**src/source/spike_delay_pkg.sv**
```systemverilog
package spike_delay_pkg;

    //////////////////////////////////////////////////////////////////////
    // spike delay line
    //////////////////////////////////////////////////////////////////////

    // delay of one line in clock cycles
    localparam int SPIKE_DELAY_CYCLES = 60;

    // ring size, next power of two at or above the delay
    localparam int SPIKE_RING_DEPTH = 64;

    // ring pointer width
    localparam int SPIKE_PTR_W = 6;

    //////////////////////////////////////////////////////////////////////
    // frame counting
    //////////////////////////////////////////////////////////////////////

    // cycles per counting frame
    localparam int FRAME_CYCLES = 16;

    // frame timer width
    localparam int FRAME_CNT_W = 4;

    // width of one spike count
    localparam int COUNT_W = 16;

    // one frame count
    typedef logic [COUNT_W-1:0] count_t;

    // frames the raw count is held back
    localparam int HISTORY_DEPTH = 31;

endpackage

```
**src/source/spike_delay_line.sv**
```systemverilog
`timescale 1ns/100ps

module spike_delay_line
#(
    parameter int DELAY = spike_delay_pkg::SPIKE_DELAY_CYCLES,
    parameter int DEPTH = spike_delay_pkg::SPIKE_RING_DEPTH
)
(
    input  logic ep50trig,
    input  logic reset_global,
    input  logic i_spike,
    output logic o_spike
);

    import spike_delay_pkg::*;

    // pointer width follows the ring size
    localparam int PTR_W = $clog2(DEPTH);

    //////////////////////////////////////////////////////////////////////
    // ring storage and pointers
    //////////////////////////////////////////////////////////////////////

    // one bit per sampled edge
    logic             ring_mem [DEPTH];

    logic [PTR_W-1:0] wr_ptr;
    logic [PTR_W-1:0] rd_ptr;

    // set once DELAY samples are in the ring
    logic             ring_filled;

    // read trails write by DELAY entries, wraps with the pointer width
    assign rd_ptr = wr_ptr - PTR_W'(DELAY);

    // write side, one sample every cycle
    always_ff @(posedge ep50trig)
    begin
        ring_mem[wr_ptr] <= i_spike;
    end

    // pointer and fill flag
    always_ff @(posedge ep50trig or posedge reset_global)
    begin
        if (reset_global)
        begin
            wr_ptr      <= '0;
            ring_filled <= 1'b0;
        end
        else
        begin
            // natural wrap for power-of-two depth
            if (wr_ptr == PTR_W'(DEPTH - 1))
                wr_ptr <= '0;
            else
                wr_ptr <= wr_ptr + 1'b1;

            // DELAY-th write lands here, flag sticks afterwards
            if (wr_ptr == PTR_W'(DELAY - 1))
                ring_filled <= 1'b1;
        end
    end

    //////////////////////////////////////////////////////////////////////
    // registered read
    //////////////////////////////////////////////////////////////////////

    // zero until the ring holds a full delay of samples
    always_ff @(posedge ep50trig or posedge reset_global)
    begin
        if (reset_global)
            o_spike <= 1'b0;
        else if (ring_filled)
            o_spike <= ring_mem[rd_ptr];
        else
            o_spike <= 1'b0;
    end

endmodule

```
**src/source/spike_frame_counter.sv**
```systemverilog
`timescale 1ns/100ps

module spike_frame_counter
(
    input  logic                    ep50trig,
    input  logic                    reset_global,
    input  logic                    i_spike_raw,
    input  logic                    i_spike_delayed,
    input  logic                    i_spike_delayed_twice,
    output logic                    o_frame_valid,
    output spike_delay_pkg::count_t o_count_raw,
    output spike_delay_pkg::count_t o_count_delayed,
    output spike_delay_pkg::count_t o_count_delayed_twice
);

    import spike_delay_pkg::*;

    // raw, delayed, delayed twice
    localparam int NUM_CH = 3;

    //////////////////////////////////////////////////////////////////////
    // frame timer
    //////////////////////////////////////////////////////////////////////

    logic [FRAME_CNT_W-1:0] frame_timer;

    // high on the last edge of a frame
    logic                   frame_last;

    assign frame_last = (frame_timer == FRAME_CNT_W'(FRAME_CYCLES - 1));

    // starts at zero out of reset, shared by all channels
    always_ff @(posedge ep50trig or posedge reset_global)
    begin
        if (reset_global)
            frame_timer <= '0;
        else if (frame_last)
            frame_timer <= '0;
        else
            frame_timer <= frame_timer + 1'b1;
    end

    //////////////////////////////////////////////////////////////////////
    // running counts and frame totals
    //////////////////////////////////////////////////////////////////////

    logic [NUM_CH-1:0] spike_bits;

    // per-channel counts within the current frame
    count_t            run_cnt   [NUM_CH];

    // totals of the last finished frame
    count_t            frame_cnt [NUM_CH];

    // channel order matches the output order
    assign spike_bits = {i_spike_delayed_twice, i_spike_delayed, i_spike_raw};

    always_ff @(posedge ep50trig or posedge reset_global)
    begin
        if (reset_global)
        begin
            o_frame_valid <= 1'b0;
            for (int ch = 0; ch < NUM_CH; ch++)
            begin
                run_cnt[ch]   <= '0;
                frame_cnt[ch] <= '0;
            end
        end
        else
        begin
            // single-cycle strobe, nothing holds it
            o_frame_valid <= frame_last;
            for (int ch = 0; ch < NUM_CH; ch++)
            begin
                if (frame_last)
                begin
                    // total includes this edge's sample
                    frame_cnt[ch] <= run_cnt[ch] + count_t'(spike_bits[ch]);
                    run_cnt[ch]   <= '0;
                end
                else
                begin
                    run_cnt[ch] <= run_cnt[ch] + count_t'(spike_bits[ch]);
                end
            end
        end
    end

    // outputs hold until the next strobe
    assign o_count_raw           = frame_cnt[0];
    assign o_count_delayed       = frame_cnt[1];
    assign o_count_delayed_twice = frame_cnt[2];

endmodule

```
**src/source/spike_count_history.sv**
```systemverilog
`timescale 1ns/100ps

module spike_count_history
(
    input  logic                    ep50trig,
    input  logic                    reset_global,
    input  logic                    i_frame_valid,
    input  spike_delay_pkg::count_t i_count_raw,
    output spike_delay_pkg::count_t o_count_history
);

    import spike_delay_pkg::*;

    //////////////////////////////////////////////////////////////////////
    // count shift store
    //////////////////////////////////////////////////////////////////////

    // stage 0 newest, last stage oldest
    count_t hist_stage [HISTORY_DEPTH];

    // one shift per frame strobe
    always_ff @(posedge ep50trig or posedge reset_global)
    begin
        if (reset_global)
        begin
            // zeros stand in for frames before the first one
            for (int i = 0; i < HISTORY_DEPTH; i++)
            begin
                hist_stage[i] <= '0;
            end
        end
        else if (i_frame_valid)
        begin
            hist_stage[0] <= i_count_raw;
            for (int i = 1; i < HISTORY_DEPTH; i++)
            begin
                hist_stage[i] <= hist_stage[i-1];
            end
        end
    end

    //////////////////////////////////////////////////////////////////////
    // output
    //////////////////////////////////////////////////////////////////////

    // read alongside the strobe, before this frame's shift
    // so it shows the raw count from HISTORY_DEPTH frames back
    assign o_count_history = hist_stage[HISTORY_DEPTH-1];

endmodule

```
**src/source/spike_delay_top.sv**
```systemverilog
`timescale 1ns/100ps

module spike_delay_top
(
    input  logic                    ep50trig,
    input  logic                    reset_global,
    input  logic                    i_spike,
    output logic                    o_spike_delayed,
    output logic                    o_frame_valid,
    output spike_delay_pkg::count_t o_count_raw,
    output spike_delay_pkg::count_t o_count_delayed,
    output spike_delay_pkg::count_t o_count_delayed_twice,
    output spike_delay_pkg::count_t o_count_history
);

    import spike_delay_pkg::*;

    //////////////////////////////////////////////////////////////////////
    // spike path
    //////////////////////////////////////////////////////////////////////

    logic spike_delayed;
    logic spike_delayed_twice;

    // first delay, its output also leaves the block
    spike_delay_line #(
        .DELAY (SPIKE_DELAY_CYCLES),
        .DEPTH (SPIKE_RING_DEPTH)
    ) delay_first (
        .ep50trig     (ep50trig),
        .reset_global (reset_global),
        .i_spike      (i_spike),
        .o_spike      (spike_delayed)
    );

    // second delay, chained on the first
    spike_delay_line #(
        .DELAY (SPIKE_DELAY_CYCLES),
        .DEPTH (SPIKE_RING_DEPTH)
    ) delay_second (
        .ep50trig     (ep50trig),
        .reset_global (reset_global),
        .i_spike      (spike_delayed),
        .o_spike      (spike_delayed_twice)
    );

    assign o_spike_delayed = spike_delayed;

    //////////////////////////////////////////////////////////////////////
    // frame path
    //////////////////////////////////////////////////////////////////////

    spike_frame_counter spike_frame_counter_i (
        .ep50trig              (ep50trig),
        .reset_global          (reset_global),
        .i_spike_raw           (i_spike),
        .i_spike_delayed       (spike_delayed),
        .i_spike_delayed_twice (spike_delayed_twice),
        .o_frame_valid         (o_frame_valid),
        .o_count_raw           (o_count_raw),
        .o_count_delayed       (o_count_delayed),
        .o_count_delayed_twice (o_count_delayed_twice)
    );

    // raw count history, taps the counter outputs
    spike_count_history spike_count_history_i (
        .ep50trig        (ep50trig),
        .reset_global    (reset_global),
        .i_frame_valid   (o_frame_valid),
        .i_count_raw     (o_count_raw),
        .o_count_history (o_count_history)
    );

endmodule

```
**config.mk**
```make
export PLATFORM = sky130hd
export DESIGN_NAME = spike_delay_top
export DESIGN_NICKNAME = d
export VERILOG_FILES = /design/src/source/spike_delay_pkg.sv /design/src/source/spike_delay_line.sv /design/src/source/spike_frame_counter.sv /design/src/source/spike_count_history.sv /design/src/source/spike_delay_top.sv
export SDC_FILE = /design/constraint.sdc
export NUM_CORES = 1
export LEC_CHECK = 0
export ABC_AREA = 1
export BUFFER_PORTS_ARGS = -buffer_cell sky130_fd_sc_hd__buf_4
export CAP_MARGIN = 25
export CORE_AREA = 2 2 276 251
export DETAILED_ROUTE_END_ITERATION = 16
export DIE_AREA = 0 0 278 253
export GPL_ROUTABILITY_DRIVEN = 0
export PLACE_DENSITY_LB_ADDON = 0.08
export SLEW_MARGIN = 10
export SYNTH_ARGS = -nofsm -noshare
export SYNTH_HDL_FRONTEND = slang
export SYNTH_HIERARCHICAL = 1
export SYNTH_SLANG_ARGS = --single-unit
```
**constraint.sdc**
```tcl
create_clock -name ep50trig -period 33.9 [get_ports ep50trig]
set_clock_uncertainty 0.05 [all_clocks]
set_input_delay 1.695 -clock ep50trig [delete_from_list [all_inputs] [get_ports ep50trig]]
set_output_delay 1.695 -clock ep50trig [all_outputs]
set_load 0.02 [all_outputs]
```
-- After elaboration in Yosys (flattened, before gate mapping)
Memory sizes are Yosys's and may differ from the RTL's.
Cells that the tools add are included.
- register bits after elaboration: 613
- memory bits (writable): 128
- bits of input ports: 3
- word-level logic and storage cells: 68
- memories kept: 2
- $add $sub $neg: 8
- equality and inequality tests: 5
- muxes and demuxes: 8
- memories (memory ; words ; bits a word ; read ports ; clocked after memory_dff ; wr ports ; line ; RTL):
    delay_first.ring_mem ; 64 ; 1 ; 1 ; 0 ; 1 ; spike_delay_line.sv:25 ; logic ring_mem [DEPTH];
    delay_second.ring_mem ; 64 ; 1 ; 1 ; 0 ; 1 ; spike_delay_line.sv:25 ;
- operator list (cell ; number):
    $add A16 B1 Y16 ; 3
    $mux W16 ; 3
    $eq A6 B6 Y1 const B ; 4
    $add A6 B1 Y6 const B ; 2
    $mux W6 ; 2
    $sub A6 B6 Y6 const B ; 2
    $add A4 B1 Y4 const B ; 1
    $eq A4 B4 Y1 const B ; 1
    $mux W4 ; 1
    $mux W1 ; 2

-- Logic depth before layout (Yosys ltp)
Gate-level depths: netlist of the first run.
An unclocked memory read counts as a cell.
- word-level depth: 3
- depth in mapped cells: 12
- mapped depth without buffers: 11

-- By module
The synthesis of the first run kept the hierarchy.
- by module, submodules not included (module ; times used ; cells an instance ; area an instance (sq um)):
    spike_count_history ; 1 ; 2111 ; 18676.7
    spike_frame_counter ; 1 ; 519 ; 4485.6
    spike_delay_line (delay_first) ; 1 ; 364 ; 3460.8
    spike_delay_line (delay_second) ; 1 ; 361 ; 3404.5

-- Worst setup path after synthesis of the first run
OpenSTA, ideal clock, no wires.
- path type: register -> output
- from: register delay_first.o_spike
- to: output o_spike_delayed
- arrival time: 1.146 ns
- data required time: 32.155 ns
- path slack: 31.009 ns
- cell stages (with the launch flop): 1
- path buffers: 0
- cell sequence: dfrtp_1
- RTL lines (item ; line ; RTL):
    from (decl) ; spike_delay_line.sv:12 ; output logic o_spike
    from (signal assigned) ; spike_delay_line.sv:74 ; o_spike <= ring_mem[rd_ptr];
    to (decl) ; spike_delay_top.sv:8 ; output logic o_spike_delayed,
No word-level cell between the ends.

-- Worst setup path in the final report of the first run
- from: register delay_first.o_spike
- to: output o_spike_delayed
No word-level cell between the ends.

==> metrics.cfg, run 1 <==
[grt]
grt_max_degree = 230
grt_pass1_wl_mm = 99.8
antenna_found_initial = 0
first_global_vias = 20800
grt_overflow = 0
grt_use_total_pct = 16.9

[critical_path]
crit_path_frequent_cell = buf_4
worstPathRequired_ns = 32.15
max_stage_delay_ns = 0.46
cp_top_family = buffers and inverters
startpoint_type = flip-flop
worstSetupPathType = reg2out
cp_max_fo = 66
path_cells = buf_4 > buf_4
cp_slowest_cell = buf_4
endpoint_kind = output pin
critPathBufInv = 2
cp.arrival_ns = 1.70

[logic_synthesis]
ys_types = 32
yosysMostFrequentCell = nand2_1
synth_area_leaders = dfrtp_1, nand2_1, edfxtp_1
yosysTopAreaCell = dfrtp_1
synth_cells = 3355
synth-seq-cells = 741
synthFlopType = dfrtp_1
syn_avg_cell_area_sq_um = 8.95
yosysTopAreaCellShare_pct = 51.1
yosysWarningCount = 6
synth-seq-area-share_pct = 63.9
synth_fp_nets = 3371
async_flop_share_pct = 82.7
synth_edf_count = 128
syn_area_sq_um = 30000
synth_top_cells_by_count = nand2_1, dfrtp_1, nor2_1

[timing]
hold_slack_ns = 0.411
worst_pin_slew_ns = 1.16
slew_headroom_pct = 22.6
fin_crit_sh_pct = 10.2
timing.final.crit_period_ns = 3.45
final-max-slew-violation-count = 0
finalHoldViolations = 0
rsz0062_at_grt = no
setup_viol = 0
fmax_ghz = 0.290
fin_ws_ns = 30.45
finalSetupTns_ns = 0

[clocking]
cts_buffers = 78
root_buffer = clkbuf_16
post_cts_buffers = 0
cts_tree = done
clk_latency_ns = 0.60
clk_path_buf_depth = 3
cts_max_level = 3
cts_resized = 0
clk_pin_slew_ns = 0.06
cts_sinks = 741
ctsHoldBuffers = 0

[cells_and_area]
nFillCells = 6423
final_cell_area_sq_um = 33600
area_delta_synth_final_pct = 12.0
instances_no_fill = 4306
nets = 3375
multi_input_area_sq_um = 9560
drive_gt1_share_pct = 7.68
final_util_pct = 49.6
antenna_cells = 0
seq_area_sq_um = 19200

[power_and_ir_drop]
combPwrFrac_pct = 1.9
intPower_mw = 1.44
total_power_mw = 1.82
switching_share_pct = 21.0
clock_power_share_pct = 47.3
p_sw_uw = 381
power.leakage_nw = 17.6
peakVddDrop_v = 0.0000405
seqPwrFrac_pct = 50.8
powerDensity_nw_per_um2 = 54.1

[routing]
wire_per_inst_um = 13.4
via_per_inst = 4.82
drc = 0
drtPass1Iterations = 5
num_vias = 20700
ant_nets = 0
wl_mm = 57.7
drtIter0Drc = 1422

[floorplanning]
die-area_sq_um = 70300
std_cell_rows = 91
coreArea_sq_um = 67700
ios = 69
die_h_um = 253
initial_utilization_pct = 44.3
chipWidth_um = 278

[placement]
dp_worst_setup_slack_ns = 29.23
dpl-instance-area_sq_um = 30900
post-dp-hpwl_mm = 32.5
io_buffer_count = 68
place_inst = 4158

[job]
maxCapViolCount = 0

[min_path]
worstHoldPathType = reg2reg

[run_status]
outcome = finished clean

## worst register-to-register path, cell delays in order (launching register included)
cell,delay [ns]
dfrtp_4,0.52
inv_8,0.51
buf_12,0.87
buf_4,0.55
buf_16,0.32
nand2_1,0.16
nand2_1,0.07
## sequential cells by signal (all words and copies together), names as in the netlist
| register | count |
|---|---|
| delay_first/ring_filled | 1 |
| delay_second/wr_ptr | 6 |
| spike_frame_counter_i/run_cnt | 48 |
| spike_frame_counter_i/o_count_delayed_twice | 16 |
| spike_count_history_i/o_count_history | 16 |
| spike_frame_counter_i/o_count_raw | 16 |
| spike_count_history_i/hist_stage | 480 |
| delay_second/o_spike | 1 |
| delay_second/ring_mem | 64 |
| delay_first/ring_mem | 64 |
| delay_first/wr_ptr | 6 |
| delay_second/ring_filled | 1 |
| delay_first/o_spike | 1 |
| spike_frame_counter_i/o_count_delayed | 16 |
| spike_frame_counter_i/o_frame_valid | 1 |
| spike_frame_counter_i/frame_timer | 4 |
## layout by cell type, fill, tap and decap left out, types with 10 or more instances in the layout
cell	count
o21bai_1	10
clkinv_2	22
clkbuf_1	16
a21oi_1	24
o21ai_1	13
nor2_1	247
nand3_1	79
nor2_2	11
inv_1	73
xnor2_1	11
dfrtp_1	612
nand2_1	1863
clkbuf_8	12
ha_1	13
nand4_1	32
o21ai_0	20
edfxtp_1	128
buf_4	85
xor2_1	13
clkbuf_16	83
## logic make-up after synthesis
logic type | count (synthesis) | share of synthesized area (%)
fa+ha+maj | 13 | 0.542
flops | 741 | 63.9
xor+xnor | 24 | 0.700
compound gates | 69 | 1.26
simple gates | 2254 | 29.3
buf+inv | 254 | 4.28
## per-layer routing
metal  vias up  track usage (%)  routed length, um
met1     10000             22.6              27100
met4         0             5.64               1500
li1      10300                -                  -
met2       270             27.9              26900
met3       108             2.90               2160
met5         -                0                  0
## final timing paths
check	cells after the start	slack (ns)	start	endpoint
worst max-delay path	2	30.45	delay_first/o_spike	o_spike_delayed
worst min-delay path	2	0.41	spike_count_history_i/hist_stage[267]	spike_count_history_i/hist_stage[251]
worst max register to register	6	30.79	spike_frame_counter_i/o_frame_valid	spike_count_history_i/hist_stage[473]
worst min register to register	2	0.41	spike_count_history_i/hist_stage[267]	spike_count_history_i/hist_stage[251]
max in group asynchronous	5	30.61	reset_global	spike_count_history_i/hist_stage[195]
min in group asynchronous	2	1.05	reset_global	delay_second/wr_ptr[2]
## final cells by class
cell class	count	share of cell area [%]
well taps	883	3.29
clock buffers	111	6.85
clock inverters	33	0.923
multi-input cells	2360	28.4
repair buffers	92	2.43
flip-flops and latches	741	57.1
inverters	86	1.01
## power by group through the flow
stage	clock, mW	combinational [mW]	sequential (mW)
2_1_floorplan	0	0.0186	0.941
3_3_place_gp	0	0.0340	0.940
3_5_place_dp	0	0.0350	0.940
4_1_cts	0.887	0.0350	0.923
5_1_grt	0.924	0.0407	0.924
6_report	0.860	0.0346	0.923
Note: power is estimated with default switching activity, not from simulation.
==> run 2: changes to the inputs <==
--- a/config.mk
+++ b/config.mk
@@ -5,12 +5,12 @@
 export SDC_FILE = /design/constraint.sdc
 export NUM_CORES = 1
 export LEC_CHECK = 0
-export ABC_AREA = 1
+export ABC_AREA = 0
 export BUFFER_PORTS_ARGS = -buffer_cell sky130_fd_sc_hd__buf_4
 export CAP_MARGIN = 25
-export CORE_AREA = 2 2 276 251
+export CORE_AREA = 2 2 274 249
 export DETAILED_ROUTE_END_ITERATION = 16
-export DIE_AREA = 0 0 278 253
+export DIE_AREA = 0 0 276 251
 export GPL_ROUTABILITY_DRIVEN = 0
 export PLACE_DENSITY_LB_ADDON = 0.08
 export SLEW_MARGIN = 10
==> constraint.sdc (replaced) <==
create_clock -name ep50trig -period 3.55 [get_ports ep50trig]
set_clock_uncertainty 0.05 [all_clocks]
set_input_delay 0.1775 -clock ep50trig [delete_from_list [all_inputs] [get_ports ep50trig]]
set_output_delay 0.1775 -clock ep50trig [all_outputs]
set_load 0.02 [all_outputs]
==> run 2 against run 1 <==
  * Clock power grew to 9.3 times the previous value
  * Die area down 1.5%
  * First-iteration DRC count decreased by 36%
  * Sequential power grew to 9.5 times the previous value
  * Setup slack got worse by 29 ns
  * Clock-buffer cell count rose by 8
  * Via count decreased by 25%
  * Critical path depth grew 4
  * Total power rose to 9.4 times the previous value
  * Register-to-register slack worse by 30 ns
  * Utilization up 0.39 points
  * Non-clock buffer count rose by 9
  * Highest routed layer unchanged
==> metrics.cfg, run 2 <==
[floorplanning]
coreArea_sq_um = 66400  ; -1.9%
die-area_sq_um = 69300  ; -1.5%
chipWidth_um = 276  ; -0.72%
initial_utilization_pct = 44.6  ; +0.27 points
die_h_um = 251  ; -0.79%
std_cell_rows = 90  ; -1.1%
ios = 69  ; unchanged

[critical_path]
worstSetupPathType = reg2reg
worstPathRequired_ns = 3.98  ; -28.17 ns
endpoint_kind = flip-flop
startpoint_type = flip-flop
r2r_slack_ns = 1.10  ; -29.69 ns
r2r-end = delay_second/o_spike
rr_startpoint = delay_second/wr_ptr[1]
cp.arrival_ns = 2.88  ; +1.18 ns
r2r_cells = 6  ; unchanged
cp_max_fo = 15  ; -77%

[clocking]
clk_latency_ns = 0.62  ; +0.02 ns
post_cts_buffers = 0  ; unchanged
clk_path_buf_depth = 3  ; unchanged
cts_tree = done
cts_sinks = 741  ; unchanged
cts_max_level = 3  ; unchanged
root_buffer = clkbuf_16
cts_buffers = 78  ; unchanged
clk_pin_slew_ns = 0.06  ; about the same
cts_resized = 0  ; unchanged

[cells_and_area]
final_common_cell = dfrtp_1
antenna_cells = 0  ; unchanged
final_util_pct = 50.0  ; +0.39 points
drive_gt1_share_pct = 35.9  ; +28 points
reg_top3 = spike_count_history_i/hist_stage: 480 flops, delay_first/ring_mem: 64 flops, delay_second/ring_mem: 64 flops
final_cell_mix = dfrtp_1, mux2_2, nor2_1, edfxtp_1, nand2_1
nets = 2072  ; -39%
top_register = spike_count_history_i/hist_stage
largest_reg_flops = 480  ; unchanged
instances_no_fill = 2992  ; -31%
area_delta_synth_final_pct = 12.2

[min_path]
worstHoldPathType = in2async

[power_and_ir_drop]
combPwrFrac_pct = 2.0  ; about the same
p_sw_mw = 3.53  ; +830%
seqPwrFrac_pct = 51.4  ; +0.6 points
switching_share_pct = 20.6  ; -0.35 points
clock_power_share_pct = 46.6  ; -0.7 points
intPower_mw = 13.6  ; +850%
power.leakage_nw = 15.2  ; -14%
total_power_mw = 17.1  ; +840%
powerDensity_nw_per_um2 = 516  ; +850%
peakVddDrop_v = 0.000339  ; +740%

[timing]
worst_pin_slew_ns = 1.02  ; -0.143 ns
fmax_ghz = 0.408
rsz0062_at_grt = no
final-max-slew-violation-count = 0  ; unchanged
timing.final.crit_period_ns = 2.45
fin_crit_sh_pct = 69.0
finalHoldViolations = 0  ; unchanged
setup_viol = 0  ; unchanged
slew_headroom_pct = 32.1  ; +9.5 points

[grt]
grt_max_degree = 117  ; -49%
first_global_vias = 16100  ; -22%
grt_overflow = 0  ; unchanged
grt_pass1_wl_mm = 82.6  ; -17%
antenna_found_initial = 0  ; unchanged
grt_use_total_pct = 14.4  ; -2.5 points

[logic_synthesis]
yosysTopAreaCellShare_pct = 51.8  ; +0.69 points
synth_top_family_by_area = multiplexers
synth_xor_area_share_pct = 1.51  ; +0.81 points
syn_avg_cell_area_sq_um = 14.9  ; +66%
synth_fp_nets = 2009  ; -40%
async_flop_share_pct = 82.7  ; unchanged
yosysMostFrequentCell = dfrtp_1
synth-seq-cells = 741  ; unchanged
synth_top_cells_by_count = dfrtp_1, mux2_2, nor2_1
synth_compound_area_share_pct = 2.65  ; +1.4 points
synth_edf_count = 128  ; unchanged
synthFlopType = dfrtp_1
ys_types = 69  ; +120%
synth-seq-area-share_pct = 64.8  ; +0.87 points
synth_area_leaders = dfrtp_1, mux2_2, edfxtp_1
syn_area_sq_um = 29600  ; -1.3%
yosys.area_share.adder_pct = 0.549  ; +0.0073 points
yosysTopAreaCell = dfrtp_1
synth_cells = 1993  ; -41%
synthMuxAreaShare_pct = 20.7  ; +21 points
yosysWarningCount = 6  ; unchanged
synthSimpleGateAreaFrac_pct = 6.37  ; -23 points

[routing]
wl_mm = 48.6  ; -16%
via_per_inst = 5.18  ; +7.5%
wire_per_inst_um = 16.3  ; +21%
drtPass1Iterations = 5  ; unchanged
ant_nets = 0  ; unchanged
drc = 0  ; unchanged
drtIter0Drc = 909  ; -36%
num_vias = 15500  ; -25%

[placement]
place_inst = 2848  ; -32%
post-dp-hpwl_mm = 29.0  ; -11%
io_buffer_count = 68  ; unchanged

[run_status]
outcome = finished clean

[job]
maxCapViolCount = 0  ; unchanged

run 2: changes by cell type after synthesis, sizes merged, moves of 17 or more:
| cell | previous run | this run |
|---|---|---|
| buf | 155 | 96 |
| inv | 85 | 19 |
| mux2 | 0 | 509 |
| nand2 | 1868 | 98 |
| nand3 | 85 | 32 |
| nand4 | 32 | 15 |
| nor2 | 264 | 187 |
| o21ai | 33 | 54 |
| xnor2 | 11 | 35 |
run 2: layer usage:
| layer | GRT usage (%) | wire length (um) |
|---|---|---|
| met1 | 19.8 | 22500 |
| met2 | 23.0 | 23100 |
| met3 | 2.83 | 1790 |
| met4 | 4.59 | 1240 |
| met5 | 0 | 0 |
run 2: per-stage QoR:
step | hold slack (ns) | cell area (sq um) | setup TNS (ns) | setup WS [ns]
3_5_place_dp | 0.184 | 30700 | 0 | 1.12
3_3_place_gp | 0.182 | 30700 | 0 | 1.18
5_1_grt | 0.114 | 33200 | 0 | 0.954
6_report | 0.0995 | 33200 | 0 | 1.10
4_1_cts | 0.0770 | 33200 | 0 | 1.10
2_1_floorplan | -0.0568 | 29600 | -1689.39 | -3.41
run 2: power groups by stage:
| stage | Combinational [mW] | Sequential (mW) | Clock [mW] |
|---|---|---|---|
| 6_report | 0.338 | 8.81 | 7.99 |
| 5_1_grt | 0.386 | 8.82 | 8.66 |
| 4_1_cts | 0.355 | 8.82 | 8.29 |
| 3_5_place_dp | 0.353 | 8.98 | 0 |
| 3_3_place_gp | 0.346 | 8.98 | 0 |
| 2_1_floorplan | 0.189 | 8.98 | 0 |
run 2: repair_timing:
| action | in CTS | in global routing |
|---|---|---|
| endpoints found under the setup margin | 0 | 0 |
| hold buffers | 2 | 0 |
| hold endpoints to repair | 81 | 0 |
run 2: cell type report:
type                       instances  area [sq um]
inverter                          21          85.1
sequential                       741         19200
tap                              874          1090
clock inverter                    23           188
fill                            5758         33200
timing repair buffer             101           901
multi-input combinational       1113          9410
clock buffer                     119          2360
run 2: cell families after synthesis:
| kind of cell | count (synthesis) |
|---|---|
| AO/OA/AOI/OAI | 118 |
| XOR/XNOR | 51 |
| adder cells (fa/ha/maj) | 13 |
| buffers and inverters | 139 |
| flip-flops | 741 |
| multiplexers | 533 |
| AND/OR/NAND/NOR | 398 |
run 2: how the worst max path moves through the flow:
stage / slack, ns / depth (start not counted) / end / start
2_1_floorplan: -3.41 / 1 / spike_count_history_i/hist_stage[100] / reset_global
3_3_place_gp: 1.18 / 6 / delay_second/o_spike / delay_second/wr_ptr[1]
3_5_place_dp: 1.12 / 6 / delay_second/o_spike / delay_second/wr_ptr[1]
4_1_cts: 1.10 / 6 / delay_second/o_spike / delay_second/wr_ptr[1]
5_1_grt: 0.95 / 3 / delay_first/ring_mem[52] / delay_first/wr_ptr[2]
6_report: 1.10 / 6 / delay_second/o_spike / delay_second/wr_ptr[1]
run 2: worst max-delay path, cell delays in order, from the launching register on:
cell       delay [ns]
dfrtp_1          0.77
buf_4            0.33
mux4_1           0.57
o22ai_1          0.20
a2111oi_0        0.09
a31oi_1          0.21
a21boi_1         0.09
